===== config.mk =====
export PLATFORM = sky130hd
export DESIGN_NAME = glay_kernel
export DESIGN_NICKNAME = d
export VERILOG_FILES = /design/src/hw/glay_pkg.sv /design/src/hw/kernel_control.sv /design/src/hw/descriptor_latch.sv /design/src/hw/vertex_walker.sv /design/src/hw/vertex_reduce.sv /design/src/hw/glay_kernel.sv
export VERILOG_INCLUDE_DIRS = /design/src /design/src/include
export SDC_FILE = /design/constraint.sdc
export NUM_CORES = 1
export LEC_CHECK = 0
export BUFFER_PORTS_ARGS = -buffer_cell sky130_fd_sc_hd__buf_4
export CAP_MARGIN = 20
export CORE_MARGIN = 5
export CORE_UTILIZATION = 55
export DETAILED_ROUTE_END_ITERATION = 8
export PLACE_DENSITY = 0.75
export SETUP_SLACK_MARGIN = 0.1
export SLEW_MARGIN = 20
export SYNTH_ARGS = -nofsm -noshare
export SYNTH_HDL_FRONTEND = slang
export SYNTH_HIERARCHICAL = 1
export SYNTH_SLANG_ARGS = --single-unit
export TNS_END_PERCENT = 5

===== constraint.sdc =====
create_clock -name ap_clk -period 3.2 [get_ports ap_clk]
set_input_delay 0.32 -clock ap_clk [delete_from_list [all_inputs] [get_ports ap_clk]]
set_output_delay 0.32 -clock ap_clk [all_outputs]
set_load 0.01 [all_outputs]

===== src/include/glay_consts.svh =====
// Datapath widths shared by the GLay vertex kernel RTL
// Include wherever a vertex id, count or result vector is declared

`ifndef GLAY_CONSTS_SVH
`define GLAY_CONSTS_SVH

// Vertex id width
`define GLAY_VERTEX_W 16

// Number of vertices walked in one run
`define GLAY_COUNT_W 16

// Reduced result returned to the host
`define GLAY_RESULT_W 32

`endif


===== src/hw/glay_pkg.sv =====
// Shared types for the GLay vertex kernel
// Control FSM states and reduce opcodes

package glay_pkg;

    // Kernel control FSM states for host handshake sequencing
    typedef enum logic [2:0] {
        CTRL_RESET = 3'd0,
        CTRL_IDLE  = 3'd1,
        CTRL_SETUP = 3'd2,
        CTRL_READY = 3'd3,
        CTRL_START = 3'd4,
        CTRL_BUSY  = 3'd5,
        CTRL_DONE  = 3'd6
    } ctrl_state_t;

    // Reduction applied over the walked vertex ids
    typedef enum logic [1:0] {
        REDUCE_SUM = 2'd0,
        REDUCE_MAX = 2'd1,
        REDUCE_XOR = 2'd2
    } reduce_op_t;

endpackage : glay_pkg


===== src/hw/kernel_control.sv =====
// Kernel control FSM for the host handshake (ap_start, ap_ready, ap_idle, ap_done)
// Sequences setup wait, one run strobe and completion for the vertex datapath

module kernel_control (
    input  logic ap_clk,
    input  logic control_areset,
    input  logic ap_start,
    input  logic desc_pending,
    input  logic cu_done,
    output logic ap_ready,
    output logic ap_idle,
    output logic ap_done,
    output logic run_start
);

    import glay_pkg::*;

    logic reset_reg;
    logic ap_start_reg;
    logic cu_done_reg;

    ctrl_state_t state;
    ctrl_state_t next_state;

    // State decode and the first output stage
    logic dec_ready;
    logic dec_idle;
    logic dec_done;
    logic stg_ready;
    logic stg_idle;
    logic stg_done;

    // --------------------------------------------------------------------------
    // Input registers
    // --------------------------------------------------------------------------
    always_ff @(posedge ap_clk) begin
        reset_reg <= control_areset;
    end

    always_ff @(posedge ap_clk) begin
        if (reset_reg) begin
            ap_start_reg <= 1'b0;
            cu_done_reg  <= 1'b0;
        end else begin
            ap_start_reg <= ap_start;
            cu_done_reg  <= cu_done;
        end
    end

    // --------------------------------------------------------------------------
    // Handshake FSM
    // --------------------------------------------------------------------------
    always_ff @(posedge ap_clk) begin
        if (reset_reg) begin
            state <= CTRL_RESET;
        end else begin
            state <= next_state;
        end
    end

    always_comb begin
        next_state = state;
        case (state)
            CTRL_RESET: next_state = CTRL_IDLE;
            CTRL_IDLE:  next_state = CTRL_SETUP;
            CTRL_SETUP: begin
                if (ap_start_reg) next_state = CTRL_READY;
            end
            // Descriptor must be in place before the run is launched
            CTRL_READY: begin
                if (desc_pending) next_state = CTRL_START;
            end
            CTRL_START: next_state = CTRL_BUSY;
            CTRL_BUSY: begin
                if (cu_done_reg) next_state = CTRL_DONE;
            end
            // Chained run goes straight back to READY
            CTRL_DONE: begin
                if (ap_start_reg) next_state = CTRL_READY;
            end
            default: next_state = CTRL_RESET;
        endcase
    end

    // One run strobe per pass through START
    assign run_start = (state == CTRL_START);

    // --------------------------------------------------------------------------
    // Output decode and two register stages
    // --------------------------------------------------------------------------
    always_comb begin
        dec_ready = 1'b0;
        dec_idle  = 1'b0;
        dec_done  = 1'b0;
        case (state)
            CTRL_RESET, CTRL_IDLE, CTRL_SETUP: dec_idle = 1'b1;
            CTRL_READY: dec_ready = 1'b1;
            CTRL_DONE: begin
                dec_done = 1'b1;
                dec_idle = 1'b1;
            end
            default: dec_idle = 1'b0;
        endcase
    end

    always_ff @(posedge ap_clk) begin
        if (reset_reg) begin
            stg_ready <= 1'b0;
            stg_idle  <= 1'b1;
            stg_done  <= 1'b0;
        end else begin
            stg_ready <= dec_ready;
            stg_idle  <= dec_idle;
            stg_done  <= dec_done;
        end
    end

    always_ff @(posedge ap_clk) begin
        if (reset_reg) begin
            ap_ready <= 1'b0;
            ap_idle  <= 1'b1;
            ap_done  <= 1'b0;
        end else begin
            ap_ready <= stg_ready;
            ap_idle  <= stg_idle;
            ap_done  <= stg_done;
        end
    end

endmodule : kernel_control


===== src/hw/descriptor_latch.sv =====
// Holds the host descriptor for the next run
// Pending flag is raised by desc_strobe and consumed by run_start

`include "glay_consts.svh"

module descriptor_latch (
    input  logic                       ap_clk,
    input  logic                       control_areset,
    input  logic                       desc_strobe,
    input  logic                       run_start,
    input  logic [`GLAY_VERTEX_W-1:0]  desc_start_vertex,
    input  logic [`GLAY_COUNT_W-1:0]   desc_vertex_count,
    input  glay_pkg::reduce_op_t       desc_op,
    output logic [`GLAY_VERTEX_W-1:0]  start_vertex,
    output logic [`GLAY_COUNT_W-1:0]   vertex_count,
    output glay_pkg::reduce_op_t       op,
    output logic                       desc_pending
);

    // Descriptor fields
    always_ff @(posedge ap_clk) begin
        if (desc_strobe) begin
            start_vertex <= desc_start_vertex;
            vertex_count <= desc_vertex_count;
            op           <= desc_op;
        end
    end

    // A strobe in the run_start cycle belongs to the next run
    always_ff @(posedge ap_clk) begin
        if (control_areset) begin
            desc_pending <= 1'b0;
        end else if (desc_strobe) begin
            desc_pending <= 1'b1;
        end else if (run_start) begin
            desc_pending <= 1'b0;
        end
    end

endmodule : descriptor_latch


===== src/hw/vertex_walker.sv =====
// Walks vertex ids from start_vertex over vertex_count entries, one per cycle
// walk_end marks the last id, or comes alone for an empty range

`include "glay_consts.svh"

module vertex_walker (
    input  logic                       ap_clk,
    input  logic                       control_areset,
    input  logic                       run_start,
    input  logic [`GLAY_VERTEX_W-1:0]  start_vertex,
    input  logic [`GLAY_COUNT_W-1:0]   vertex_count,
    output logic                       vertex_strobe,
    output logic                       walk_end,
    output logic [`GLAY_VERTEX_W-1:0]  vertex_id
);

    // Ids still to emit after the current one
    logic [`GLAY_COUNT_W-1:0] remaining;

    // Control state
    always_ff @(posedge ap_clk) begin
        if (control_areset) begin
            remaining     <= '0;
            vertex_strobe <= 1'b0;
            walk_end      <= 1'b0;
        end else if (run_start) begin
            // Empty range ends without any id
            if (vertex_count == '0) begin
                remaining     <= '0;
                vertex_strobe <= 1'b0;
                walk_end      <= 1'b1;
            end else begin
                remaining     <= vertex_count - 1'b1;
                vertex_strobe <= 1'b1;
                walk_end      <= (vertex_count == `GLAY_COUNT_W'd1);
            end
        end else if (remaining != '0) begin
            remaining     <= remaining - 1'b1;
            vertex_strobe <= 1'b1;
            walk_end      <= (remaining == `GLAY_COUNT_W'd1);
        end else begin
            vertex_strobe <= 1'b0;
            walk_end      <= 1'b0;
        end
    end

    // Id register
    always_ff @(posedge ap_clk) begin
        if (run_start) begin
            vertex_id <= start_vertex;
        end else if (remaining != '0) begin
            vertex_id <= vertex_id + 1'b1;
        end
    end

endmodule : vertex_walker


===== src/hw/vertex_reduce.sv =====
// Folds the walked vertex ids with SUM, MAX or XOR
// Publishes result and a cu_done pulse one cycle after walk_end

`include "glay_consts.svh"

module vertex_reduce (
    input  logic                       ap_clk,
    input  logic                       control_areset,
    input  logic                       run_start,
    input  logic                       vertex_strobe,
    input  logic                       walk_end,
    input  logic [`GLAY_VERTEX_W-1:0]  vertex_id,
    input  glay_pkg::reduce_op_t       op,
    output logic [`GLAY_RESULT_W-1:0]  result,
    output logic                       cu_done
);

    import glay_pkg::*;

    reduce_op_t               op_reg;
    logic [`GLAY_RESULT_W-1:0] acc;
    logic [`GLAY_RESULT_W-1:0] acc_next;

    // One reduction step
    // Zero is the identity for all three ops
    function automatic logic [`GLAY_RESULT_W-1:0] fold(
        input reduce_op_t                fop,
        input logic [`GLAY_RESULT_W-1:0] a,
        input logic [`GLAY_VERTEX_W-1:0] id
    );
        logic [`GLAY_RESULT_W-1:0] v;
        v = `GLAY_RESULT_W'(id);
        case (fop)
            REDUCE_SUM: fold = a + v;
            REDUCE_MAX: fold = (v > a) ? v : a;
            REDUCE_XOR: fold = a ^ v;
            default:    fold = a;
        endcase
    endfunction

    // The last id arrives together with walk_end
    assign acc_next = vertex_strobe ? fold(op_reg, acc, vertex_id) : acc;

    always_ff @(posedge ap_clk) begin
        if (run_start) begin
            op_reg <= op;
            acc    <= '0;
        end else begin
            acc <= acc_next;
        end
        if (walk_end) begin
            result <= acc_next;
        end
    end

    always_ff @(posedge ap_clk) begin
        if (control_areset) begin
            cu_done <= 1'b0;
        end else begin
            cu_done <= walk_end;
        end
    end

endmodule : vertex_reduce


===== src/hw/glay_kernel.sv =====
// Top level of the GLay vertex kernel
// Connects the handshake FSM to the descriptor latch, walker and reduce stage

`include "glay_consts.svh"

module glay_kernel (
    input  logic                       ap_clk,
    input  logic                       control_areset,
    input  logic                       ap_start,
    input  logic                       desc_strobe,
    input  logic [`GLAY_VERTEX_W-1:0]  desc_start_vertex,
    input  logic [`GLAY_COUNT_W-1:0]   desc_vertex_count,
    input  glay_pkg::reduce_op_t       desc_op,
    output logic                       ap_ready,
    output logic                       ap_idle,
    output logic                       ap_done,
    output logic [`GLAY_RESULT_W-1:0]  result
);

    import glay_pkg::*;

    // Control strobes
    logic desc_pending;
    logic run_start;
    logic cu_done;

    // Latched descriptor
    logic [`GLAY_VERTEX_W-1:0] start_vertex;
    logic [`GLAY_COUNT_W-1:0]  vertex_count;
    reduce_op_t                op;

    // Walker to reduce
    logic                      vertex_strobe;
    logic                      walk_end;
    logic [`GLAY_VERTEX_W-1:0] vertex_id;

    kernel_control u_kernel_control (
        .ap_clk         (ap_clk),
        .control_areset (control_areset),
        .ap_start       (ap_start),
        .desc_pending   (desc_pending),
        .cu_done        (cu_done),
        .ap_ready       (ap_ready),
        .ap_idle        (ap_idle),
        .ap_done        (ap_done),
        .run_start      (run_start)
    );

    descriptor_latch u_descriptor_latch (
        .ap_clk            (ap_clk),
        .control_areset    (control_areset),
        .desc_strobe       (desc_strobe),
        .run_start         (run_start),
        .desc_start_vertex (desc_start_vertex),
        .desc_vertex_count (desc_vertex_count),
        .desc_op           (desc_op),
        .start_vertex      (start_vertex),
        .vertex_count      (vertex_count),
        .op                (op),
        .desc_pending      (desc_pending)
    );

    vertex_walker u_vertex_walker (
        .ap_clk         (ap_clk),
        .control_areset (control_areset),
        .run_start      (run_start),
        .start_vertex   (start_vertex),
        .vertex_count   (vertex_count),
        .vertex_strobe  (vertex_strobe),
        .walk_end       (walk_end),
        .vertex_id      (vertex_id)
    );

    vertex_reduce u_vertex_reduce (
        .ap_clk         (ap_clk),
        .control_areset (control_areset),
        .run_start      (run_start),
        .vertex_strobe  (vertex_strobe),
        .walk_end       (walk_end),
        .vertex_id      (vertex_id),
        .op             (op),
        .result         (result),
        .cu_done        (cu_done)
    );

endmodule : glay_kernel


# After elaboration in Yosys (flattened, before gate mapping)
# Index checks and enable logic that the tools add are counted.
# Widths: inputs -> output; s select.
# totals
regBits,148
in_bits,38
out_inout_bits,35
wordCells,73
# op_classes
addsub,4
magnitude_cmp,1
eq_ne,13
mux,23
bitwise,1
n_reduce_logical,9
# op_table
operator,count
$pmux 32 s3,1
$mux 16,5
$mux 32,2
$add 32x16->32,1
$eq 16x1->1 const B,2
$gt 16x32->1,1
$sub 16x1->16 const B,2
$xor 32x16->32,1
$pmux 3 s6,1
$add 16x1->16 const B,1
$logic_not 16->1,1
$reduce_bool 16->1,1
$mux 1,11
$eq 3x3->1 const B,3
$mux 3,3
$eq 3x2->1 const B,2
$ne 2x1->1 const B,3
$reduce_bool 2->1,2
$reduce_or 4->1,1
$eq 3x1->1 const B,1
$logic_not 3->1,1
$reduce_and 3->1,1
$eq 2x1->1 const B,1
$eq 2x2->1 const B,1
2 further kinds,2

# Longest topological paths before layout
# logic_depth
ltp_word,4
mapped_depth,11
mapped_depth_nobuf,9

# Cells and area by module
# Netlist, hierarchy kept.
# modules_own_cells
mod,instances,cells_per_inst,area_each_um2,seq_area_each_um2
vertex_reduce,1,450,4260.3,1681.6
vertex_walker,1,238,2197.1,840.8
descriptor_latch,1,38,1059.8,1041.0
kernel_control,1,38,420.4,240.2

# Worst setup path before layout
# Ideal clock, no wire load.
# synth_timing
path_kind,reg2reg
from,register u_vertex_walker.vertex_id[13]
to,register u_vertex_reduce.result[15] (data pin)
setup_time_ns,0.271
arrival_time_ns,2.414
required_time_ns,2.929
path_slack_ns,0.514
stages_incl_launch_ff,11
n_path_buf,2
synth_period_minus_slack_ns,2.686
path_cell_list,edfxtp_1 ha_1 buf_4 nand4_1 nor4_2 o21ai_1 a31oi_4 a21oi_2 buf_2 a222oi_1 o21ai_0
# synth_via
elab_chain_len,4
word_cells_on_any_way,5
classes_between,add/sub: 1; order compare: 1; mux: 3
# synth_rtl
element,line_no,rtl
from (decl),vertex_walker.sv:14,output logic [`GLAY_VERTEX_W-1:0] vertex_id
from (signal assigned),vertex_walker.sv:50,vertex_id <= start_vertex;
from (signal assigned),vertex_walker.sv:52,vertex_id <= vertex_id + 1'b1;
$gt 16x32->1,vertex_reduce.sv:35,REDUCE_MAX: fold = (v > a) ? v : a;
$mux 32,vertex_reduce.sv:35,
$pmux 32 s3 *,vertex_reduce.sv:33,case (fop)
$mux 32 *,vertex_reduce.sv:42,"assign acc_next = vertex_strobe ? fold(op_reg, acc, vertex_id) : acc;"
net u_vertex_reduce.acc_next[15],vertex_reduce.sv:22,logic [`GLAY_RESULT_W-1:0] acc_next;
to (signal assigned),vertex_reduce.sv:52,result <= acc_next;
to (decl),vertex_reduce.sv:14,"output logic [`GLAY_RESULT_W-1:0] result,"
# The timed path passes the listed nets; every way through them passes the cells marked *.
# A chain may end at the register's enable or synchronous reset.

# Final worst setup path
# layout_timing
from,register u_vertex_reduce.acc[11]
to,register u_vertex_reduce.result[15] (data pin)
# layout_via
elab_chain_len,4
word_cells_on_any_way,5
classes_between,add/sub: 1; order compare: 1; mux: 3
# layout_rtl
element,line_no,rtl
from (decl),vertex_reduce.sv:21,logic [`GLAY_RESULT_W-1:0] acc;
from (signal assigned),vertex_reduce.sv:49,acc <= acc_next;
$gt 16x32->1,vertex_reduce.sv:35,
$mux 32,vertex_reduce.sv:35,
$pmux 32 s3 *,vertex_reduce.sv:33,
$mux 32 *,vertex_reduce.sv:42,
net u_vertex_reduce.acc_next[15],vertex_reduce.sv:22,
# Marked as above.

==> out/metrics.yaml <==
cts_tree: "yes"
core_area_sq_mm: 0.0144
final_hold_viol_count: 0
rr_endpoint: "u_vertex_reduce/result[15]"
switching_power_mw: 3.54
seq_area_sq_mm: 0.00380
wl_per_cell_microns: 18.5
yosysSeqAreaShare: 0.479
synth_area_per_cell_sq_um: 10.4
gp_congestion: 0.931
synthFlopType: "edfxtp_1"
period_share: 0.944
dpl.hpwl_microns: 14700
cts.htree.levels: 4
fin_util: 0.663
netlist_area_sq_mm: 0.00794
cts_buffers: 17
cts_sinks: 148
critical_path_class: "register to register"
grt_usage: 0.241
rrSetupSlack_ns: 0.18
setup_viol: 0
ios: 73
fin_tns_setup_ns: 0
fmax_ghz: 0.331
p_int_mw: 5.29
start_util: 0.552
grt_setup_unrepaired: "true"
swShare: 0.401
syn_to_final_growth_pct: 20.0
drive_gt1_frac: 0.222
reg2reg_from: "u_vertex_reduce/acc[11]"
drc: 0
arrival_ns: 3.18
vias: 6336
multi_input_area_sq_mm: 0.00389
drtIter0Drc: 693
synth_top_cell_by_area: "edfxtp_1"
syn_nets: 842
die_x_microns: 130
syn-instance-count: 764
layout_min_cycle_time_ns: 3.02
clock-root-buffer: "clkbuf_16"
viasPerCell: 5.92
cp.required_ns: 3.36
worst_slew_pin_slew_ns: 0.623
fp.dieH_microns: 130
final_nets: 952
power.density_mw_per_mm2: 926
peakVddDrop_mv: 0.425
grt-ovfl-total: 0
min_path_type: "input port to register"
drt_wl_total_microns: 19800
clockBufferDepth: 2
firstDrtPassIters: 6
grt_pass1_vias: 6150
worstSetupEndpointType: "register"
async_flop_share: 0
detail-route-antenna-nets: 0
r2r_cells: 10
portBuffers: 72
status: "complete, no violations"
die_area_sq_mm: 0.0169
yosysWarnings: 6
yosys.area.top_type_share: 0.318
path_max_fanout: 7
cap_violations: 0
crit_end: "u_vertex_reduce/result[15]"
power.share.clock: 0.217
power.leakage_nw: 3.81
rows: 44
pwr-share-seq: 0.324
grt_max_degree: 36
skew_ns: 0.00959
reg_top3: "u_vertex_reduce/acc (32), u_vertex_reduce/result (32)"
timing.critical_path.from: "u_vertex_reduce/acc[11]"
diodes: 0
maxSlewViolCount: 0
path_clk_slew_ns: 0.07
antenna_found_initial: 1
synth-edff-count: 84
fillerInstances: 1117
pwr-share-comb: 0.459
clock_latency_ns: 0.42
slew_headroom: 0.574
synthTopCellsByArea: "edfxtp_1, dfxtp_1, ha_1"
synth.distinct_cells: 78
grt_pass1_wl_microns: 31600
ys_seq_elements: 148
cp-start-kind: "register"
==> layout by cell type (no fill, tap or decap), drive strengths merged, types with 10 or more instances in the layout <==
cell type,instances
nor2,57
nand2,67
ha,39
xor2,32
a21oi,34
nand3,24
xnor2,34
o22ai,12
and2,12
inv,50
buf,115
nand4,15
clkbuf,19
edfxtp,84
nor4,15
dfxtp,64
nor2b,22
mux2,11
a211oi,10
nor3,18
o21ai,42
==> cell type report <==
class	instances	area share
clock buffer	19	0.0487
clock inverter	13	0.0118
inverter	43	0.0169
multi-input combinational	549	0.409
sequential	148	0.399
tap	184	0.0242
timing repair buffer	115	0.0906
==> how the worst min path moves through the flow <==
stage                               from                                 end  cells past startpoint
6_report                      desc_op[0]            u_descriptor_latch/op[0]                      1
5_1_grt             desc_vertex_count[4]  u_descriptor_latch/vertex_count[4]                      1
4_1_cts             desc_vertex_count[1]  u_descriptor_latch/vertex_count[1]                      1
3_5_place_dp   u_kernel_control/stg_idle            u_kernel_control/ap_idle                      1
3_3_place_gp   u_kernel_control/stg_idle            u_kernel_control/ap_idle                      1
2_1_floorplan             control_areset          u_kernel_control/reset_reg                      0
==> stage by stage <==
stage                     hold slack, ns  power [mW]  cell area, sq um  worst slack, ns  cells
after floorplan                    0.348        5.55              7940            0.514    764
after global placement             0.386        6.70              8900            0.279   1037
after detailed placement           0.412        6.77              8900            0.151   1037
after CTS                         0.0521        8.73              9480            0.111   1069
after global routing              0.0482        9.34              9530           0.0431   1071
final                             0.0729        8.82              9530            0.178   1071
==> power by group through the flow <==
stage | logic, mW | clock network, mW | registers (mW)
floorplan | 2.67 | 0 | 2.88
global placement | 3.84 | 0 | 2.87
detailed placement | 3.89 | 0 | 2.89
CTS | 3.92 | 1.95 | 2.85
global route | 4.39 | 2.04 | 2.91
finish | 4.05 | 1.91 | 2.86
==> cells by family after synthesis <==
family	share of synthesized area
AND/OR/NAND/NOR	0.193
adder cells (fa/ha/maj)	0.0640
XOR/XNOR	0.0728
flip-flops	0.479
AO/OA/AOI/OAI	0.138
buffers and inverters	0.0355
multiplexers	0.0169
==> what timing repair did <==
item / in CTS / in global routing
endpoints found under the setup margin: 0 / 28
gates resized for setup: 0 / 6
hold buffers: 0 / 0
setup buffers: 0 / 2
==> Yosys cell counts, types with 3 or more instances <==
| cell | instances |
|---|---|
| nand4_1 | 14 |
| edfxtp_1 | 84 |
| clkbuf_1 | 14 |
| o31ai_1 | 3 |
| a22oi_1 | 4 |
| a21o_1 | 6 |
| xor2_1 | 32 |
| and2_1 | 12 |
| a22o_1 | 3 |
| nor4_1 | 9 |
| inv_1 | 43 |
| and4_1 | 3 |
| o211ai_1 | 5 |
| nor2_1 | 56 |
| xnor2_1 | 34 |
| mux2_2 | 11 |
| o22ai_2 | 3 |
| nand2b_1 | 8 |
| nor4_2 | 4 |
| a211oi_1 | 8 |
| o21ai_1 | 5 |
| nor3_1 | 16 |
| nand2_1 | 67 |
| a221o_1 | 8 |
| nor3b_1 | 6 |
| buf_2 | 6 |
| and3_1 | 6 |
| dfxtp_1 | 64 |
| o21bai_1 | 3 |
| o21ai_0 | 35 |
| ha_1 | 39 |
| nand3b_1 | 3 |
| nand3_1 | 24 |
| a32oi_1 | 3 |
| nor2b_1 | 21 |
| a31oi_1 | 5 |
| a21oi_1 | 32 |
| a221oi_1 | 4 |
| o22ai_1 | 9 |
==> routing by layer <==
metal	global-route usage	vias up	share of wire
li1	-	2995	-
met1	0.332	3081	0.44
met2	0.384	234	0.47
met3	0.0418	26	0.071
met4	0.0831	0	0.017
met5	0	-	0
==> worst max-delay path, cell delays in order (launching register included) <==
cell	delay, ns
dfxtp_1	0.42
inv_1	0.07
ha_1	0.43
nand4_1	0.27
nor4_4	0.31
o21ai_1	0.17
a31oi_4	0.31
a21oi_2	0.12
buf_4	0.17
a222oi_1	0.34
o21ai_0	0.14
(Power assumes the default switching activity.)
